File: config.mk
export PLATFORM = sky130hd
export DESIGN_NAME = lsu_top
export DESIGN_NICKNAME = d
export VERILOG_FILES = /design/src/verilog/lsu_pkg.sv /design/src/verilog/lsu_req_if.sv /design/src/verilog/mem_req_issue.sv /design/src/verilog/mem_req_queue.sv /design/src/verilog/bus_cycle_ctrl.sv /design/src/verilog/lsu_top.sv
export VERILOG_INCLUDE_DIRS = /design/src /design/src/include
export SDC_FILE = /design/constraint.sdc
export NUM_CORES = 1
export LEC_CHECK = 0
export BUFFER_PORTS_ARGS = -buffer_cell sky130_fd_sc_hd__clkbuf_2
export CORE_AREA = 2 2 194 196
export CTS_CLUSTER_SIZE = 8
export DETAILED_ROUTE_END_ITERATION = 8
export DIE_AREA = 0 0 196 198
export PLACE_DENSITY = 0.7
export SLEW_MARGIN = 0
export SYNTH_ARGS = -nofsm -noshare
export SYNTH_HDL_FRONTEND = slang
export SYNTH_SLANG_ARGS = --single-unit
File: constraint.sdc
create_clock -name CLK -period 7.7 [get_ports CLK]
set_clock_uncertainty 0.2 [all_clocks]
set_input_delay 1.54 -clock CLK [delete_from_list [all_inputs] [get_ports CLK]]
set_output_delay 1.54 -clock CLK [all_outputs]
set_load 0.01 [all_outputs]
File: src/include/lsu_defines.svh
`ifndef LSU_DEFINES_SVH
`define LSU_DEFINES_SVH

// Bus widths
`define LSU_ADDR_W 32
`define LSU_DATA_W 32

// Destination register number
`define LSU_REG_W 5

// Pending request slots, power of two
`define LSU_QUEUE_DEPTH 4

`endif

File: src/verilog/lsu_pkg.sv
`include "lsu_defines.svh"

package lsu_pkg;

	//****************************************
	// Access size
	//****************************************
	// Encoding 3 is unused and behaves as long
	typedef enum logic [1:0] {
		SZ_BYTE = 2'd0,
		SZ_WORD = 2'd1,
		SZ_LONG = 2'd2
	} mem_size_e;

	//****************************************
	// Byte lanes
	//****************************************
	// Big-endian lane order
	// bit 3 is bus bits 31:24, the byte at offset 0
	typedef logic [3:0] lane_t;

	//****************************************
	// Request control
	//****************************************
	typedef struct packed {
		logic                  write;
		mem_size_e             size;
		logic [`LSU_REG_W-1:0] dest;
	} mem_ctl_t;

endpackage

File: src/verilog/lsu_req_if.sv
`timescale 1ns/1ps
`include "lsu_defines.svh"

interface lsu_req_if;
	import lsu_pkg::*;

	logic                   valid;
	logic                   take;
	logic [`LSU_ADDR_W-1:0] addr;
	lane_t                  lanes;
	// Already replicated into the enabled lanes
	logic [`LSU_DATA_W-1:0] data;
	mem_ctl_t               ctl;

	modport source (
		output valid, addr, lanes, data, ctl,
		input  take
	);

	modport sink (
		input  valid, addr, lanes, data, ctl,
		output take
	);

endinterface

File: src/verilog/mem_req_issue.sv
`timescale 1ns/1ps
`include "lsu_defines.svh"

module mem_req_issue (
	input  logic                   CLK,
	input  logic                   RST_N,
	input  logic                   req_valid,
	input  logic                   req_write,
	input  lsu_pkg::mem_size_e     req_size,
	input  logic [`LSU_ADDR_W-1:0] req_addr,
	input  logic [`LSU_DATA_W-1:0] req_wdata,
	input  logic [`LSU_REG_W-1:0]  req_dest,
	output logic                   req_full,
	lsu_req_if.source              out
);
	import lsu_pkg::*;

	logic                   hold_valid;
	logic                   load_en;
	lane_t                  new_lanes;
	logic [`LSU_DATA_W-1:0] new_data;
	mem_ctl_t               new_ctl;
	logic [`LSU_ADDR_W-1:0] hold_addr;
	lane_t                  hold_lanes;
	logic [`LSU_DATA_W-1:0] hold_data;
	mem_ctl_t               hold_ctl;

	// Stage busy and the queue is not taking
	assign req_full = hold_valid & ~out.take;
	assign load_en  = req_valid & ~req_full;

	// Lane enables and write data replication
	always_comb begin
		case (req_size)
			SZ_BYTE: begin
				new_lanes = 4'b1000 >> req_addr[1:0];
				new_data  = {4{req_wdata[7:0]}};
			end
			SZ_WORD: begin
				new_lanes = req_addr[1] ? 4'b0011 : 4'b1100;
				new_data  = {2{req_wdata[15:0]}};
			end
			default: begin
				new_lanes = 4'b1111;
				new_data  = req_wdata;
			end
		endcase
	end

	assign new_ctl = '{write: req_write, size: req_size, dest: req_dest};

	always_ff @(posedge CLK or negedge RST_N) begin
		if (!RST_N) begin
			hold_valid <= 1'b0;
		end else if (load_en) begin
			hold_valid <= 1'b1;
		end else if (out.take) begin
			hold_valid <= 1'b0;
		end
	end

	always_ff @(posedge CLK) begin
		if (load_en) begin
			hold_addr  <= req_addr;
			hold_lanes <= new_lanes;
			hold_data  <= new_data;
			hold_ctl   <= new_ctl;
		end
	end

	assign out.valid = hold_valid;
	assign out.addr  = hold_addr;
	assign out.lanes = hold_lanes;
	assign out.data  = hold_data;
	assign out.ctl   = hold_ctl;

endmodule

File: src/verilog/mem_req_queue.sv
`timescale 1ns/1ps
`include "lsu_defines.svh"

module mem_req_queue #(
	parameter int DEPTH = `LSU_QUEUE_DEPTH
) (
	input  logic      CLK,
	input  logic      RST_N,
	lsu_req_if.sink   in,
	lsu_req_if.source out
);
	import lsu_pkg::*;

	localparam int PTR_W = $clog2(DEPTH);

	logic [`LSU_ADDR_W-1:0] addr_mem  [DEPTH];
	lane_t                  lanes_mem [DEPTH];
	logic [`LSU_DATA_W-1:0] data_mem  [DEPTH];
	mem_ctl_t               ctl_mem   [DEPTH];

	logic [PTR_W-1:0] wr_ptr;
	logic [PTR_W-1:0] rd_ptr;
	logic [PTR_W:0]   count;
	logic             full;
	logic             push;
	logic             pop;

	assign full = (count == (PTR_W+1)'(DEPTH));
	assign pop  = out.valid & out.take;
	// A full queue still accepts when the head leaves this cycle
	assign in.take = ~full | out.take;
	assign push = in.valid & in.take;

	//****************************************
	// Pointers and occupancy
	//****************************************
	always_ff @(posedge CLK or negedge RST_N) begin
		if (!RST_N) begin
			wr_ptr <= '0;
			rd_ptr <= '0;
			count  <= '0;
		end else begin
			if (push) begin
				wr_ptr <= wr_ptr + 1'b1;
			end
			if (pop) begin
				rd_ptr <= rd_ptr + 1'b1;
			end
			case ({push, pop})
				2'b10:   count <= count + 1'b1;
				2'b01:   count <= count - 1'b1;
				default: count <= count;
			endcase
		end
	end

	// Entry storage
	always_ff @(posedge CLK) begin
		if (push) begin
			addr_mem[wr_ptr]  <= in.addr;
			lanes_mem[wr_ptr] <= in.lanes;
			data_mem[wr_ptr]  <= in.data;
			ctl_mem[wr_ptr]   <= in.ctl;
		end
	end

	// Oldest entry
	assign out.valid = (count != '0);
	assign out.addr  = addr_mem[rd_ptr];
	assign out.lanes = lanes_mem[rd_ptr];
	assign out.data  = data_mem[rd_ptr];
	assign out.ctl   = ctl_mem[rd_ptr];

endmodule

File: src/verilog/bus_cycle_ctrl.sv
`timescale 1ns/1ps
`include "lsu_defines.svh"

module bus_cycle_ctrl (
	input  logic                   CLK,
	input  logic                   RST_N,
	lsu_req_if.sink                in,
	output logic [`LSU_ADDR_W-1:0] bus_a,
	output logic [`LSU_DATA_W-1:0] bus_do,
	output lsu_pkg::lane_t         bus_ba,
	output logic                   bus_wr,
	output logic                   bus_req,
	input  logic [`LSU_DATA_W-1:0] bus_di,
	input  logic                   bus_wait,
	output logic                   rd_valid,
	output logic [`LSU_DATA_W-1:0] rd_data,
	output logic [`LSU_REG_W-1:0]  rd_dest
);
	import lsu_pkg::*;

	typedef enum logic {
		ST_IDLE,
		ST_ACTIVE
	} state_e;

	state_e                 state;
	logic                   start;
	logic                   done;
	logic [`LSU_ADDR_W-1:0] acc_addr;
	lane_t                  acc_lanes;
	logic [`LSU_DATA_W-1:0] acc_data;
	mem_ctl_t               acc_ctl;
	logic [1:0]             byte_mask;
	logic [1:0]             shift;
	logic [`LSU_DATA_W-1:0] shifted;
	logic [`LSU_DATA_W-1:0] load_data;

	assign in.take = (state == ST_IDLE);
	assign start   = in.valid & (state == ST_IDLE);
	assign done    = (state == ST_ACTIVE) & ~bus_wait;

	//****************************************
	// Access sequencer
	//****************************************
	always_ff @(posedge CLK or negedge RST_N) begin
		if (!RST_N) begin
			state <= ST_IDLE;
		end else begin
			case (state)
				ST_IDLE:   if (start) state <= ST_ACTIVE;
				ST_ACTIVE: if (done) state <= ST_IDLE;
				default:   state <= ST_IDLE;
			endcase
		end
	end

	// Held for the whole access
	always_ff @(posedge CLK) begin
		if (start) begin
			acc_addr  <= in.addr;
			acc_lanes <= in.lanes;
			acc_data  <= in.data;
			acc_ctl   <= in.ctl;
		end
	end

	assign bus_req = (state == ST_ACTIVE);
	assign bus_wr  = bus_req & acc_ctl.write;
	assign bus_a   = acc_addr;
	assign bus_ba  = acc_lanes;
	assign bus_do  = acc_data;

	//****************************************
	// Load alignment
	//****************************************
	always_comb begin
		case (acc_ctl.size)
			SZ_BYTE: byte_mask = 2'b11;
			SZ_WORD: byte_mask = 2'b10;
			default: byte_mask = 2'b00;
		endcase
	end

	// Bytes below the addressed one in big-endian order
	assign shift   = ~acc_addr[1:0] & byte_mask;
	assign shifted = bus_di >> {shift, 3'b000};

	always_comb begin
		case (acc_ctl.size)
			SZ_BYTE: load_data = {{24{shifted[7]}}, shifted[7:0]};
			SZ_WORD: load_data = {{16{shifted[15]}}, shifted[15:0]};
			default: load_data = shifted;
		endcase
	end

	// Response, loads only
	always_ff @(posedge CLK or negedge RST_N) begin
		if (!RST_N) begin
			rd_valid <= 1'b0;
		end else begin
			rd_valid <= done & ~acc_ctl.write;
		end
	end

	always_ff @(posedge CLK) begin
		if (done) begin
			rd_data <= load_data;
			rd_dest <= acc_ctl.dest;
		end
	end

endmodule

File: src/verilog/lsu_top.sv
`timescale 1ns/1ps
`include "lsu_defines.svh"

module lsu_top (
	input  logic                   CLK,
	input  logic                   RST_N,

	// Client request
	input  logic                   req_valid,
	input  logic                   req_write,
	input  lsu_pkg::mem_size_e     req_size,
	input  logic [`LSU_ADDR_W-1:0] req_addr,
	input  logic [`LSU_DATA_W-1:0] req_wdata,
	input  logic [`LSU_REG_W-1:0]  req_dest,
	output logic                   req_full,

	// Memory bus
	output logic [`LSU_ADDR_W-1:0] bus_a,
	output logic [`LSU_DATA_W-1:0] bus_do,
	output lsu_pkg::lane_t         bus_ba,
	output logic                   bus_wr,
	output logic                   bus_req,
	input  logic [`LSU_DATA_W-1:0] bus_di,
	input  logic                   bus_wait,

	// Load result
	output logic                   rd_valid,
	output logic [`LSU_DATA_W-1:0] rd_data,
	output logic [`LSU_REG_W-1:0]  rd_dest
);
	import lsu_pkg::*;

	lsu_req_if issue_q ();
	lsu_req_if q_bus ();

	//****************************************
	// Request capture
	//****************************************
	mem_req_issue i_issue (
		.CLK       (CLK),
		.RST_N     (RST_N),
		.req_valid (req_valid),
		.req_write (req_write),
		.req_size  (req_size),
		.req_addr  (req_addr),
		.req_wdata (req_wdata),
		.req_dest  (req_dest),
		.req_full  (req_full),
		.out       (issue_q.source)
	);

	// Pending requests in order
	mem_req_queue #(
		.DEPTH (`LSU_QUEUE_DEPTH)
	) i_queue (
		.CLK   (CLK),
		.RST_N (RST_N),
		.in    (issue_q.sink),
		.out   (q_bus.source)
	);

	//****************************************
	// Bus access
	//****************************************
	bus_cycle_ctrl i_bus (
		.CLK      (CLK),
		.RST_N    (RST_N),
		.in       (q_bus.sink),
		.bus_a    (bus_a),
		.bus_do   (bus_do),
		.bus_ba   (bus_ba),
		.bus_wr   (bus_wr),
		.bus_req  (bus_req),
		.bus_di   (bus_di),
		.bus_wait (bus_wait),
		.rd_valid (rd_valid),
		.rd_data  (rd_data),
		.rd_dest  (rd_dest)
	);

endmodule

# --- Word-level counts from Yosys, hierarchy flattened ---
# Memories as Yosys holds them, arrays and structs flattened. A register that Yosys moved wholly into a read port is not among the register bits.
# Cells that the tools add are included.
op_classes:
  n_div: 0
  reduce_logical: 5
  bitwise_logic: 16
  muxes: 13
  mul: 0
  eq_ne: 5
  addsub: 4
  order_cmp: 0
  shift: 2
op_table:
  columns: ["op", "count"]
  rows:
  - ["$pmux 32 s2", 2]
  - ["$shr 32x5->32", 1]
  - ["$pmux 4 s2", 1]
  - ["$and 1x1->1", 7]
  - ["$eq 2x1->1 const B", 3]
  - ["$mux 1", 6]
  - ["$not 1->1", 6]
  - ["$pmux 3 s2", 1]
  - ["$add 2x1->2 const B", 2]
  - ["$logic_not 2->1", 2]
  - ["$mux 4", 1]
  - ["$pmux 2 s2", 1]
  - ["$reduce_bool 2->1", 2]
  - ["$shr 4x2->4 const A", 1]
  - ["$add 3x1->3 const B", 1]
  - ["$eq 3x3->1 const B", 1]
  - ["$reduce_bool 3->1", 1]
  - ["$sub 3x1->3 const B", 1]
  - ["$and 2x2->2", 1]
  - ["$eq 2x2->1 const B", 1]
  - ["$not 2->2", 1]
  - ["$pmux 1 s2", 1]
  - ["$or 1x1->1", 1]
word_totals:
  latchBits: 0
  wordCells: 63
  memories: 4
  mem_bits_ro: 0
  ram_bits: 304
  output_inout_bits: 109
  regBits: 123
memory_table:
  columns: ["memory", "depth", "width", "rd", "rd_clocked_by_memory_dff", "wr", "line_no", "rtl"]
  rows:
  - ["i_queue.addr_mem", 4, 32, 1, 1, 1, "mem_req_queue.sv:16", "logic [`LSU_ADDR_W-1:0] addr_mem [DEPTH];"]
  - ["i_queue.data_mem", 4, 32, 1, 1, 1, "mem_req_queue.sv:18", "logic [`LSU_DATA_W-1:0] data_mem [DEPTH];"]
  - ["i_queue.ctl_mem", 4, 8, 1, 1, 1, "mem_req_queue.sv:19", "mem_ctl_t ctl_mem [DEPTH];"]
  - ["i_queue.lanes_mem", 4, 4, 1, 1, 1, "mem_req_queue.sv:17", "lane_t lanes_mem [DEPTH];"]

# --- Longest topological paths before layout ---
# Gate-level depths: netlist of run 1.
logic_depth:
  ltp_word: 8
  depth_mapped: 9
  mapped_depth_nobuf: 9

# --- By module ---
# From an unflattened synthesis of run 1, not the netlist that was laid out.
hier_totals:
  cells_unflattened: 780
  hier_area_um2: 18297.5
by_module_without_submodules:
  columns: ["mod", "cells_per_inst", "n_inst", "area_per_inst_um2", "seq_area_each_um2"]
  rows:
  - ["mem_req_queue", 437, 1, 11374.7, 9303.9]
  - ["bus_cycle_ctrl", 210, 1, 4121.5, 3443.3]
  - ["mem_req_issue", 133, 1, 2801.4, 2307.2]

# --- Worst setup path before layout of run 1 ---
# Ideal clock, no wire load.
synth_timing:
  kind: "reg-to-reg"
  startpoint: "register i_bus.state, in the netlist i_bus.bus_req"
  endpoint: "register i_queue.count[2]"
  stages_incl_launch_ff: 8
  required_ps: 7421
  arrival_time_ps: 5165
  setup_time_ps: 79
  slack_ps: 2255
  cell_sequence: "dfrtp_1 nor2_1 ha_1 inv_1 fa_1 xor2_1 nor2_1 xor2_1"
synth_rtl:
  columns: ["element", "line_no", "rtl"]
  rows:
  - ["from (decl)", "bus_cycle_ctrl.sv:26", "state_e state;"]
  - ["from (signal assigned)", "bus_cycle_ctrl.sv:47", "state <= ST_IDLE;"]
  - ["from (signal assigned)", "bus_cycle_ctrl.sv:50", "ST_IDLE: if (start) state <= ST_ACTIVE;"]
  - ["from (signal assigned)", "bus_cycle_ctrl.sv:51", "ST_ACTIVE: if (done) state <= ST_IDLE;"]
  - ["$not 1->1 *", null, null]
  - ["$and 1x1->1 *", null, null]
  - ["via i_bus.start", "bus_cycle_ctrl.sv:27", "logic start;"]
  - ["$eq 2x1->1 / $eq 2x2->1 (equally long branches)", "mem_req_queue.sv:49", "case ({push, pop})"]
  - ["$pmux 3 s2 / $reduce_bool 2->1 (equally long branches)", null, null]
  - ["to (signal assigned)", "mem_req_queue.sv:50", "2'b10: count <= count + 1'b1;"]
  - ["to (signal assigned)", "mem_req_queue.sv:51", "2'b01: count <= count - 1'b1;"]
  - ["to (signal assigned)", "mem_req_queue.sv:52", "default: count <= count;"]
  - ["to (decl)", "mem_req_queue.sv:23", "logic [PTR_W:0] count;"]
# The timed path passes the listed nets; every way through them passes the cells marked *.
# A chain may end at the register's enable or synchronous reset.

# --- Worst setup path after layout of run 1 ---
layout_timing:
  startpoint: "register i_queue.count[0]"
  endpoint: "output port req_full"
layout_via:
  elab_chain_cells: 5
layout_lines:
  columns: ["element", "line_no", "rtl"]
  rows:
  - ["$eq 3x3->1", "mem_req_queue.sv:28", "assign full = (count == (PTR_W+1)'(DEPTH));"]
  - ["$not 1->1", "mem_req_queue.sv:31", "assign in.take = ~full | out.take;"]
  - ["$or 1x1->1", "mem_req_queue.sv:31", null]
  - ["$not 1->1", "mem_req_issue.sv:29", "assign req_full = hold_valid & ~out.take;"]
  - ["$and 1x1->1", "mem_req_issue.sv:29", null]
  - ["to (decl)", "lsu_top.sv:15", "output logic req_full,"]
# No other way between the ends.

==> results of run 1 <==
-- registers in the layout, summed over array words and instances, names as in the netlist --
name               cells
i_issue.out.lanes      4
i_queue.lanes_mem     16
i_issue.out.addr      32
i_bus.rd_valid         1
i_bus.rd_data         32
i_queue.rd_ptr         2
i_queue.data_mem     128
i_bus.bus_do          32
i_issue.out.valid      1
i_queue.wr_ptr         2
i_issue.out.data      32
i_queue.addr_mem     128
i_bus.bus_ba           4
i_bus.bus_req          1
i_queue.ctl_mem       32
i_bus.acc_ctl          8
i_bus.rd_dest          5
i_queue.count          3
i_bus.bus_a           32
i_issue.out.ctl        8
-- layer usage --
layer  GRT usage  vias up  share of wire  routed length, um
met2       0.304      348           0.49              17100
met3      0.0468       56          0.073               2540
met5           0        -        0.00037                 13
met4      0.0626        2          0.021                736
li1            -     3700              -                  -
met1       0.233     4383           0.41              14300
-- placed cells by master, fill, tap and decap left out, types with 2 or more instances in the layout --
cell type / Yosys / routed
a21o_1: 2 / 2
a21oi_1: 3 / 3
and2_4: 0 / 5
buf_4: 4 / 12
clkbuf_1: 12 / 5
clkbuf_16: 0 / 76
clkbuf_2: 0 / 216
dfrtp_1: 10 / 8
dfrtp_4: 0 / 2
edfxtp_1: 493 / 493
ha_1: 5 / 5
inv_1: 10 / 10
mux2_2: 19 / 19
mux2i_1: 32 / 32
mux4_2: 76 / 76
nand2_1: 8 / 8
nand2b_1: 2 / 2
nor2_1: 6 / 4
nor2_2: 2 / 2
nor2_4: 0 / 2
nor2b_1: 16 / 16
nor3_1: 3 / 3
o21ai_0: 8 / 8
o21bai_1: 2 / 2
o22ai_1: 24 / 24
xnor2_1: 2 / 2
xor2_1: 4 / 4
-- worst max-delay path, cell delays in order, from the launching register on --
cell	delay (ns)
dfrtp_1	0.41
nor2_1	0.16
nand4_1	0.16
inv_1	0.08
clkbuf_2	0.12
-- area by class of cell --
| class | count | share of cell area |
|---|---|---|
| Clock buffer | 81 | 0.0883 |
| Clock inverter | 2 | 0.00115 |
| Multi-Input combinational cell | 227 | 0.135 |
| Tap cell | 474 | 0.0273 |
| Timing Repair Buffer | 228 | 0.0538 |
| Sequential cell | 503 | 0.693 |
| Inverter | 10 | 0.00173 |
-- power groups by stage --
stage          combinational (mW)  sequential [mW]  clock (mW)
3_5_place_dp                 1.74             4.27           0
3_3_place_gp                 1.72             4.24           0
4_1_cts                      1.75             4.23        2.82
2_1_floorplan                1.12             4.24           0
5_1_grt                      1.85             4.28        2.93
6_report                     1.70             4.21        2.76
-- stage by stage --
| step | instance area [um^2] | hold slack, ns |
|---|---|---|
| CTS | 21700 | 0.222 |
| finish | 21700 | 0.219 |
| global placement | 19800 | 0.203 |
| floorplan | 18200 | 0.199 |
| detailed placement | 19800 | 0.211 |
| global route | 21700 | 0.231 |
-- cell families (layout without fill, tap and decap cells) --
kind of cell | after synthesis | in the layout
muxes | 127 | 127
AOI/OAI and AO/OA | 42 | 42
adders and majority gates | 6 | 6
buffers and inverters | 41 | 321
DFF | 503 | 503
xor gates and xnor gates | 6 | 6
and+or+nand+nor | 46 | 46
-- worst paths after layout --
| path | end | cells past startpoint |
|---|---|---|
| setup reg to reg | i_queue.addr_mem[1][21]$_DFFE_PP_ | 3 |
| hold / removal | i_bus.rd_dest[3]$_DFFE_PP_ | 0 |
| setup / recovery | req_full | 4 |
| max in group asynchronous | i_queue.rd_ptr[0]$_DFFE_PN0P_ | 1 |
| hold reg to reg | i_bus.rd_dest[3]$_DFFE_PP_ | 0 |
| min in group asynchronous | i_issue.out.valid$_DFFE_PN0P_ | 1 |
==> summary.md, run 1 <==
| Metric | Value |
|---|---|
| Area contributors post-synth | `edfxtp_1, mux4_2, mux2i_1` |
| Largest net degree at the start of global routing | `68` |
| Largest family of logic cells by synthesized area | `multiplexers` |
| Xor and xnor fraction of the mapped netlist area | `0.00289` |
| Hold Fails Final Rpt | `0` |
| IO buf count | `216` |
| Layout cells sized above 1 | `0.394` |
| Post-synth top area cell | `edfxtp_1` |
| # IOs | `217` |
| Tcrit/Tclk final | `0.420` |
| GP Congestion | `0.810` |
| Adder-Cell Fraction of Synth Area | `0.00454` |
| Worst vdd ir | `~0.23 mV` |
| Clock share of power | `0.318` |
| Rel. slew slack | `0.206` |
| Final Net Count | `1156` |
| TNS Setup | `0 ns` |
| Pwr/cell area | `399 mW/mm^2` |
| H-tree levels | `3` |
| Yosys top cell area share | `0.815` |
| Diodes inserted | `0` |
| Outcome | `finished, final reports clean` |
| Post-synth top cells | `edfxtp_1, mux4_2, mux2i_1` |
| Drt first-iter violations | `585` |
| Register Area | `0.0151 mm^2` |
| Synth Area in Simple Gates | `0.0142` |
| Hold wc startpoint | `i_bus.acc_ctl[3]$_DFFE_PP_` |
| Initial core utilization | `0.492` |
| Int Pwr | `6.38 mW` |
| Clock Path Buffers | `3` |
| Setup crit start | `i_queue.count[0]$_DFFE_PN0P_` |
| Fill count | `2686` |
| Library cells used by synthesis | `32` |
| Max cap viols | `0` |
| Synth-to-layout area growth | `19.7%` |
| CTS sink count | `503` |
| Root buffer cell | `clkbuf_16` |
| Residual DRC | `0` |
| Fin util | `0.589` |
| Crit Reg-Reg Startpoint | `i_bus.bus_req$_DFF_PN0_` |
| Post-route ant nets | `0` |
| CP arrival | `1.49 ns` |
| Worst slew pin tran | `1.19 ns` |
| Multi-input logic area | `0.00294 mm^2` |
| Initial antenna violation count | `1` |
| Most common cell in the netlist | `edfxtp_1` |
| Rows | `71` |
| Clock transition at the registers of the reported paths | `approximately 0.050 ns` |
| Final WL | `34700 um` |
| Startpoint Class | `flop` |
| Die Width | `196 um` |
| Worst hold path type | `reg2reg` |
| Setup WS pre-CTS | `4.05 ns` |
| Post-synth EDFFs | `493` |
| Critical path class | `reg2out` |
| Via/cell ratio | `5.57` |
| Worst reg-to-reg setup slack | `4.69 ns` |
| Post-DP HPWL | `19600 um` |
| DIE HEIGHT | `198 um` |
| Average wire per standard cell | `22.8 um` |
| P_sw | `2.29 mW` |
| Die area | `just under 0.04 mm^2` |
| Synth Warn # | `0` |
| Post-layout worst setup margin | `around 4.5 ns` |
| Post-CTS Hold Fix Bufs | `0` |
| Vias in the first global route | `8891` |
| Total GRT Usage | `0.182` |
| CTS tree | `done` |
| Period minus WS final | `approximately 3.2 ns` |
| Post-CTS sizing | `0` |
| Syn nets | `885` |
| Clock Latency Late Sink | `about 0.56 ns` |
| Logic pwr share | `0.197` |
| Num CTS Buffers | `72` |
| Netlist Area Pre-Place | `between 0.015 and 0.02 mm^2` |
| Gate Count Post-Synth | `771` |
| First-pass GRT wire length | `52100 um` |
| Core area | `0.0370 mm^2` |
| P_leak | `between 7 and 8 nW` |
| Setup bufs post-CTS | `0` |
| Mean Syn Cell Area | `23.6 um^2` |
| Most used DFF post-synth | `edfxtp_1` |
| Vias | `8489` |
| Sequential power share | `0.486` |
| Max Freq | `0.309 GHz` |
| Post-synth ARST share | `0.0199` |
| Sw Ratio | `0.264` |
| Cell Count, Final, Fillers Out | `about 1500` |
| Worst Path Max Fanout | `4` |
| Gr ovfl total | `0` |
| Critical Path End Type | `output pin` |
| Final Power | `between 8 and 9 mW` |
| Register area share after synthesis | `0.828` |
| Required time worst endpoint | `5.96 ns` |
| Seq cells post-synth | `between 500 and 600` |
| Final setup fails | `0` |
| RSZ-0062 raised after global routing | `false` |
| DP Cell Count | `between 1000 and 1500` |
| Mux cell area share after synthesis | `0.124` |
| First-pass iteration count of the detailed router | `4` |
| Compound-Gate Fraction of Synth Area | `0.0151` |
| Slew Viols, Final | `0` |
No activity file was read; power rests on OpenSTA's default activity.
==> run 2: changes to the inputs <==
==> constraint.sdc (replaced) <==
create_clock -name CLK -period 3.3 [get_ports CLK]
set_clock_uncertainty 0.2 [all_clocks]
set_input_delay 0.66 -clock CLK [delete_from_list [all_inputs] [get_ports CLK]]
set_output_delay 0.66 -clock CLK [all_outputs]
set_load 0.01 [all_outputs]
==> run 2 against run 1 <==
Net effect:
- non-clock buffer count increased by 10
- critical endpoint is now i_bus.rd_data[27]$_DFFE_PP_
- critical path depth is the same
- flip-flop and latch count is the same
- die area stayed put
- global-route usage fell by 0.34 points
- worst setup slack worse by 3.7 ns
- via count down 1.7%
- highest routed layer unchanged
- sequential power up 130%
- critical path type is now reg2reg
- clock-buffer cell count grew 4
==> summary.md, run 2 (same netlist as run 1, synthesis figures left out) <==
| Metric | Value |
|---|---|
| Top Registers | `i_queue.addr_mem x128, i_queue.data_mem x128` |
| TNS Setup | `0 ns (unchanged)` |
| Fill count | `2618 (-2.5%)` |
| Post-DP HPWL | `19700 um (+0.42%)` |
| Die area | `0.0388 mm^2 (unchanged)` |
| Gr ovfl total | `0 (unchanged)` |
| Root buffer cell | `clkbuf_16` |
| CTS sink count | `503 (unchanged)` |
| Logic pwr share | `0.203 (+0.006)` |
| Slew Viols, Final | `0 (unchanged)` |
| Pwr/cell area | `924 mW/mm^2 (+130%)` |
| Cell Count, Final, Fillers Out | `1544 (+1.2%)` |
| First-pass iteration count of the detailed router | `5 (+1)` |
| RSZ-0062 raised after global routing | `false` |
| Residual DRC | `0 (unchanged)` |
| CTS tree | `done` |
| P_leak | `7.69 nW (+0.92%)` |
| Max Freq | `0.399 GHz` |
| Rows | `71 (unchanged)` |
| Clock transition at the registers of the reported paths | `0.05 ns (about the same)` |
| Multi-input logic area | `0.00295 mm^2 (+0.17%)` |
| Final WL | `33800 um (-2.7%)` |
| Layout cells sized above 1 | `0.397 (+0.00272)` |
| DIE HEIGHT | `198 um (unchanged)` |
| Final Net Count | `1166 (+0.87%)` |
| Critical path class | `reg2reg` |
| Vias in the first global route | `8754 (-1.5%)` |
| Setup bufs post-CTS | `0 (unchanged)` |
| Fin util | `0.593 (+0.00467)` |
| Register Area | `0.0151 mm^2 (unchanged)` |
| Commonest non-fill, non-tap cell in the layout | `edfxtp_1` |
| Average wire per standard cell | `21.9 um (-3.9%)` |
| Rel. slew slack | `0.391 (+0.185)` |
| Die Width | `196 um (unchanged)` |
| Largest net degree at the start of global routing | `62 (-8.8%)` |
| Max cap viols | `0 (unchanged)` |
| Fin area | `0.0219 mm^2 (+0.79%)` |
| Worst hold slack | `0.0506 ns (-0.168 ns)` |
| Drt first-iter violations | `448 (-23%)` |
| Critical Path End Type | `flop` |
| Clock share of power | `0.315 (-0.003)` |
| # IOs | `217 (unchanged)` |
| Vias | `8345 (-1.7%)` |
| Sequential power share | `0.482 (-0.004)` |
| First-pass GRT wire length | `51000 um (-2.1%)` |
| Final setup fails | `0 (unchanged)` |
| H-tree levels | `3 (unchanged)` |
| Startpoint Class | `flop` |
| Post-route ant nets | `0 (unchanged)` |
| Period minus WS final | `2.51 ns` |
| Worst slew pin tran | `0.914 ns (-0.277 ns)` |
| P_sw | `5.38 mW (+130%)` |
| Int Pwr | `14.9 mW (+130%)` |
| Required time worst endpoint | `3.39 ns (-2.57 ns)` |
| Setup WS pre-CTS | `0.795 ns (-3.25 ns)` |
| Clock Path Buffers | `3 (unchanged)` |
| Core area | `0.0370 mm^2 (unchanged)` |
| GP Congestion | `0.799 (-1.4%)` |
| Most frequent cells in the layout | `edfxtp_1, clkbuf_2, mux4_2` |
| Sw Ratio | `0.265 (+0.00116)` |
| Initial core utilization | `0.492 (unchanged)` |
| Placed cell areas | `0.0200 mm^2 (+0.87%)` |
| Final Power | `20.2 mW (+130%)` |
| DP Cell Count | `1451 (+0.62%)` |
| Num CTS Buffers | `72 (unchanged)` |
| CP arrival | `2.59 ns (+1.10 ns)` |
| IO buf count | `216 (unchanged)` |
| Clock Latency Late Sink | `0.58 ns (+0.02 ns)` |
| Synth-to-layout area growth | `20.6%` |
| Worst reg-to-reg setup slack | `0.79 ns (-3.90 ns)` |
| Via/cell ratio | `5.40 (-2.9%)` |
| Hold Fails Final Rpt | `0 (unchanged)` |
| Initial antenna violation count | `2 (+1)` |
| Tcrit/Tclk final | `0.760` |
| Outcome | `finished, final reports clean` |
| Worst hold path type | `in2reg` |
| Total GRT Usage | `0.178 (-0.00338)` |
| Worst Path Max Fanout | `25 (+21)` |
| Worst vdd ir | `0.508 mV (+120%)` |
| Post-layout worst setup margin | `0.793 ns (-3.68 ns)` |
## run 2: cell types whose count changed in the layout (fill, tap and decap cells not counted), moves of 2 or more
cell,change
buf_12,+8
clkbuf_1,+8
clkbuf_16,-4
inv_16,+2
inv_6,+2
## run 2: cell type report
cell class                 instances  area share
multi-input combinational        227       0.134
antenna                            1    0.000114
tap                              474      0.0271
sequential                       503       0.687
timing repair buffer             238      0.0615
clock inverter                     6     0.00377
clock buffer                      85      0.0844
inverter                          10     0.00171
## run 2: routing by layer
layer  routed length (um)  track usage  vias to the layer above  part of all wire
li1                     -            -                     3731                 -
met1                13600        0.223                     4236              0.40
met2                17100        0.304                      325              0.50
met4                  685       0.0629                        2             0.020
met5                   10            0                        -           0.00030
met3                 2460       0.0462                       51             0.073
## run 2: power groups by stage
stage | registers [mW] | logic [mW] | clock network [mW]
2_1_floorplan | 9.82 | 2.62 | 0
3_3_place_gp | 9.83 | 4.17 | 0
3_5_place_dp | 9.89 | 4.22 | 0
4_1_cts | 9.80 | 4.23 | 6.54
5_1_grt | 9.90 | 4.47 | 6.79
6_report | 9.76 | 4.11 | 6.38
## run 2: final timing paths
check,start,endpoint,depth (start not counted)
hold reg to reg,i_bus.acc_ctl[3]$_DFFE_PP_,i_bus.rd_dest[3]$_DFFE_PP_,0
setup / recovery,i_bus.acc_ctl[6]$_DFFE_PP_,i_bus.rd_data[27]$_DFFE_PP_,4
hold / removal,req_addr[29],i_issue.out.addr[29]$_DFFE_PP_,1
min in group asynchronous,RST_N,i_bus.rd_valid$_DFF_PN0_,2
setup reg to reg,i_bus.acc_ctl[6]$_DFFE_PP_,i_bus.rd_data[27]$_DFFE_PP_,4
max in group asynchronous,RST_N,i_queue.rd_ptr[1]$_DFFE_PN0P_,2
## run 2: timing repair
item,4_1_cts,5_1_grt
hold buffers,1,0
gates resized for setup,0,0
hold endpoints to repair,10,0
## run 2: worst max-delay path: stages, from the launching register on
cell	delay, ns
edfxtp_1	0.70
nor3_2	0.08
buf_4	0.21
o32ai_4	0.80
o22ai_1	0.21
==> run 3: changes to the inputs <==
--- a/config.mk
+++ b/config.mk
@@ -11,7 +11,7 @@
 export CTS_CLUSTER_SIZE = 8
 export DETAILED_ROUTE_END_ITERATION = 8
 export DIE_AREA = 0 0 196 198
-export PLACE_DENSITY = 0.7
+export PLACE_DENSITY = 0.72
 export SLEW_MARGIN = 0
 export SYNTH_ARGS = -nofsm -noshare
 export SYNTH_HDL_FRONTEND = slang
==> constraint.sdc (replaced) <==
create_clock -name CLK -period 2.3 [get_ports CLK]
set_clock_uncertainty 0.2 [all_clocks]
set_input_delay 0.46 -clock CLK [delete_from_list [all_inputs] [get_ports CLK]]
set_output_delay 0.46 -clock CLK [all_outputs]
set_load 0.01 [all_outputs]
==> run 3 against run 2 <==
Net effect:
- flip-flop and latch count stayed put
- sequential share of layout area is 2.2 points lower
- critical path depth unchanged
- critical endpoint is now req_full
- highest routed layer is now met4
==> summary.md, run 3 (same netlist as run 1, synthesis figures left out) <==
| Metric | Value |
|---|---|
| Pwr/cell area | `1310 mW/mm^2 (+41%)` |
| Max incr delay on CP | `0.43 ns (-0.37 ns)` |
| Residual DRC | `0 (unchanged)` |
| CP arrival | `1.51 ns (-1.08 ns)` |
| Initial antenna violation count | `0 (-2)` |
| Post-DP HPWL | `21400 um (+8.4%)` |
| Crit-path slowest cell | `dfrtp_1` |
| Total GRT Usage | `0.193 (+0.0144)` |
| DP Cell Count | `1468 (+1.2%)` |
| Fin area | `0.0227 mm^2 (+3.4%)` |
| Die Width | `196 um (unchanged)` |
| Gr ovfl total | `0 (unchanged)` |
| Initial core utilization | `0.492 (unchanged)` |
| Worst Path Max Fanout | `4 (-84%)` |
| Final setup fails | `0 (unchanged)` |
| RSZ-0062 raised after global routing | `false` |
| Placed cell areas | `0.0202 mm^2 (+1.2%)` |
| H-tree levels | `3 (unchanged)` |
| P_leak | `8.01 nW (+4.2%)` |
| Worst hold path type | `in2reg` |
| Met2 usage | `0.324 (+0.0203)` |
| GP Congestion | `0.762 (-4.7%)` |
| Vias in the first global route | `9338 (+6.7%)` |
| Cell Count, Final, Fillers Out | `1616 (+4.7%)` |
| Average wire per standard cell | `22.7 um (+3.5%)` |
| Top Registers | `i_queue.addr_mem x128, i_queue.data_mem x128` |
| Post-route ant nets | `0 (unchanged)` |
| Final Power | `29.6 mW (+46%)` |
| Vias | `8791 (+5.3%)` |
| Post-layout worst setup margin | `0.126 ns (-0.667 ns)` |
| Hold Fails Final Rpt | `0 (unchanged)` |
| Worst R2R End | `i_queue.count[2]$_DFFE_PN0P_` |
| Register Area | `0.0151 mm^2 (about the same)` |
| Slew Viols, Final | `0 (unchanged)` |
| Max cap viols | `0 (unchanged)` |
| R2r worst-path depth | `9 (+5)` |
| Period minus WS final | `2.17 ns` |
| Critical Path End Type | `output pin` |
| DIE HEIGHT | `198 um (unchanged)` |
| Clock transition at the registers of the reported paths | `0.05 ns (about the same)` |
| Drt first-iter violations | `631 (+41%)` |
| M1 GR Usage | `0.251 (+0.0272)` |
| Most frequent cells in the layout | `edfxtp_1, clkbuf_2, mux4_2` |
| Tcrit/Tclk final | `0.945` |
| Root buffer cell | `clkbuf_16` |
| Required time worst endpoint | `1.64 ns (-1.75 ns)` |
| Worst slew pin tran | `0.536 ns (-0.379 ns)` |
| Outcome | `finished, final reports clean` |
| Worst vdd ir | `0.748 mV (+47%)` |
| Fill count | `2531 (-3.3%)` |
| Via/cell ratio | `5.44 (+0.65%)` |
| Critical path class | `reg2out` |
| Final Net Count | `1235 (+5.9%)` |
| Synth-to-layout area growth | `24.7%` |
| Hold Path End | `i_issue.out.data[17]$_DFFE_PP_` |
| CTS tree | `done` |
| Final WL | `36600 um (+8.3%)` |
| First-pass GRT wire length | `55000 um (+7.8%)` |
| WHS Path Cells | `2 (+1)` |
| Grt met3 use | `0.0392 (-0.00698)` |
| Clock Latency Late Sink | `0.56 ns (-0.02 ns)` |
| Cells along the critical path | `nor2_1 > nand4_1 > inv_1 > clkbuf_2` |
| Layout cells sized above 1 | `0.387 (-0.00959)` |
| Most Crowded Layer GR | `met2` |
| Crit Reg-Reg Startpoint | `i_queue.count[0]$_DFFE_PN0P_` |
| Clock Path Buffers | `3 (unchanged)` |
| # IOs | `217 (unchanged)` |
| Setup WS pre-CTS | `0.242 ns (-0.553 ns)` |
| TNS Setup | `0 ns (unchanged)` |
| Post-CTS sizing | `0 (unchanged)` |
| Largest net degree at the start of global routing | `78 (+26%)` |
| Core area | `0.0370 mm^2 (unchanged)` |
| Multi-input logic area | `0.00296 mm^2 (+0.47%)` |
| Die area | `0.0388 mm^2 (unchanged)` |
| Worst hold slack | `0.0148 ns (-0.0358 ns)` |
| IO buf count | `216 (unchanged)` |
| Commonest non-fill, non-tap cell in the layout | `edfxtp_1` |
| Startpoint Class | `flop` |
| CTS sink count | `503 (unchanged)` |
| Max Freq | `0.460 GHz` |
| Hold wc startpoint | `req_wdata[17]` |
| Diodes inserted | `0 (-1)` |
| Rel. slew slack | `0.643 (+0.252)` |
| Num CTS Buffers | `72 (unchanged)` |
| First-pass iteration count of the detailed router | `4 (-1)` |
| Fin util | `0.613 (+0.0201)` |
| Worst reg-to-reg setup slack | `0.23 ns (-0.56 ns)` |
| Rows | `71 (unchanged)` |
## run 3: layout make-up
type / instances / area share
multi-input combinational: 227 / 0.131
clock buffer: 91 / 0.0826
timing repair buffer: 307 / 0.0925
clock inverter: 4 / 0.00188
sequential: 503 / 0.665
inverter: 10 / 0.00166
tap: 474 / 0.0262
## run 3: routing by layer
layer,share of wire,vias to the layer above
met3,0.070,83
met2,0.50,375
li1,-,3870
met4,0.029,0
met1,0.40,4463
met5,0,-
## run 3: critical path: cells and delay by family, from the launching register on
family / cells / cell delay [ns]
flops: 1 / 0.43
buf+inv: 2 / 0.21
simple gates: 2 / 0.33
## run 3: report_power, final
group | switching, mW | internal (mW)
clock | 3.49 | 5.61
sequential | 1.09 | 13.1
combinational | 3.35 | 3.00
## run 3: how the worst max path moves through the flow
stage,start,endpoint,cells past startpoint
2_1_floorplan,i_queue.count[2]$_DFFE_PN0P_,i_queue.count[2]$_DFFE_PN0P_,8
3_3_place_gp,i_queue.count[0]$_DFFE_PN0P_,i_queue.count[2]$_DFFE_PN0P_,9
3_5_place_dp,i_queue.count[0]$_DFFE_PN0P_,i_queue.count[2]$_DFFE_PN0P_,9
4_1_cts,i_queue.count[0]$_DFFE_PN0P_,req_full,4
5_1_grt,i_queue.count[0]$_DFFE_PN0P_,req_full,4
6_report,i_queue.count[0]$_DFFE_PN0P_,req_full,4
## run 3: what timing repair did
item / CTS / global route
buffers inserted: 0 / 0
hold buffers: 53 / 0
hold endpoints to repair: 63 / 0
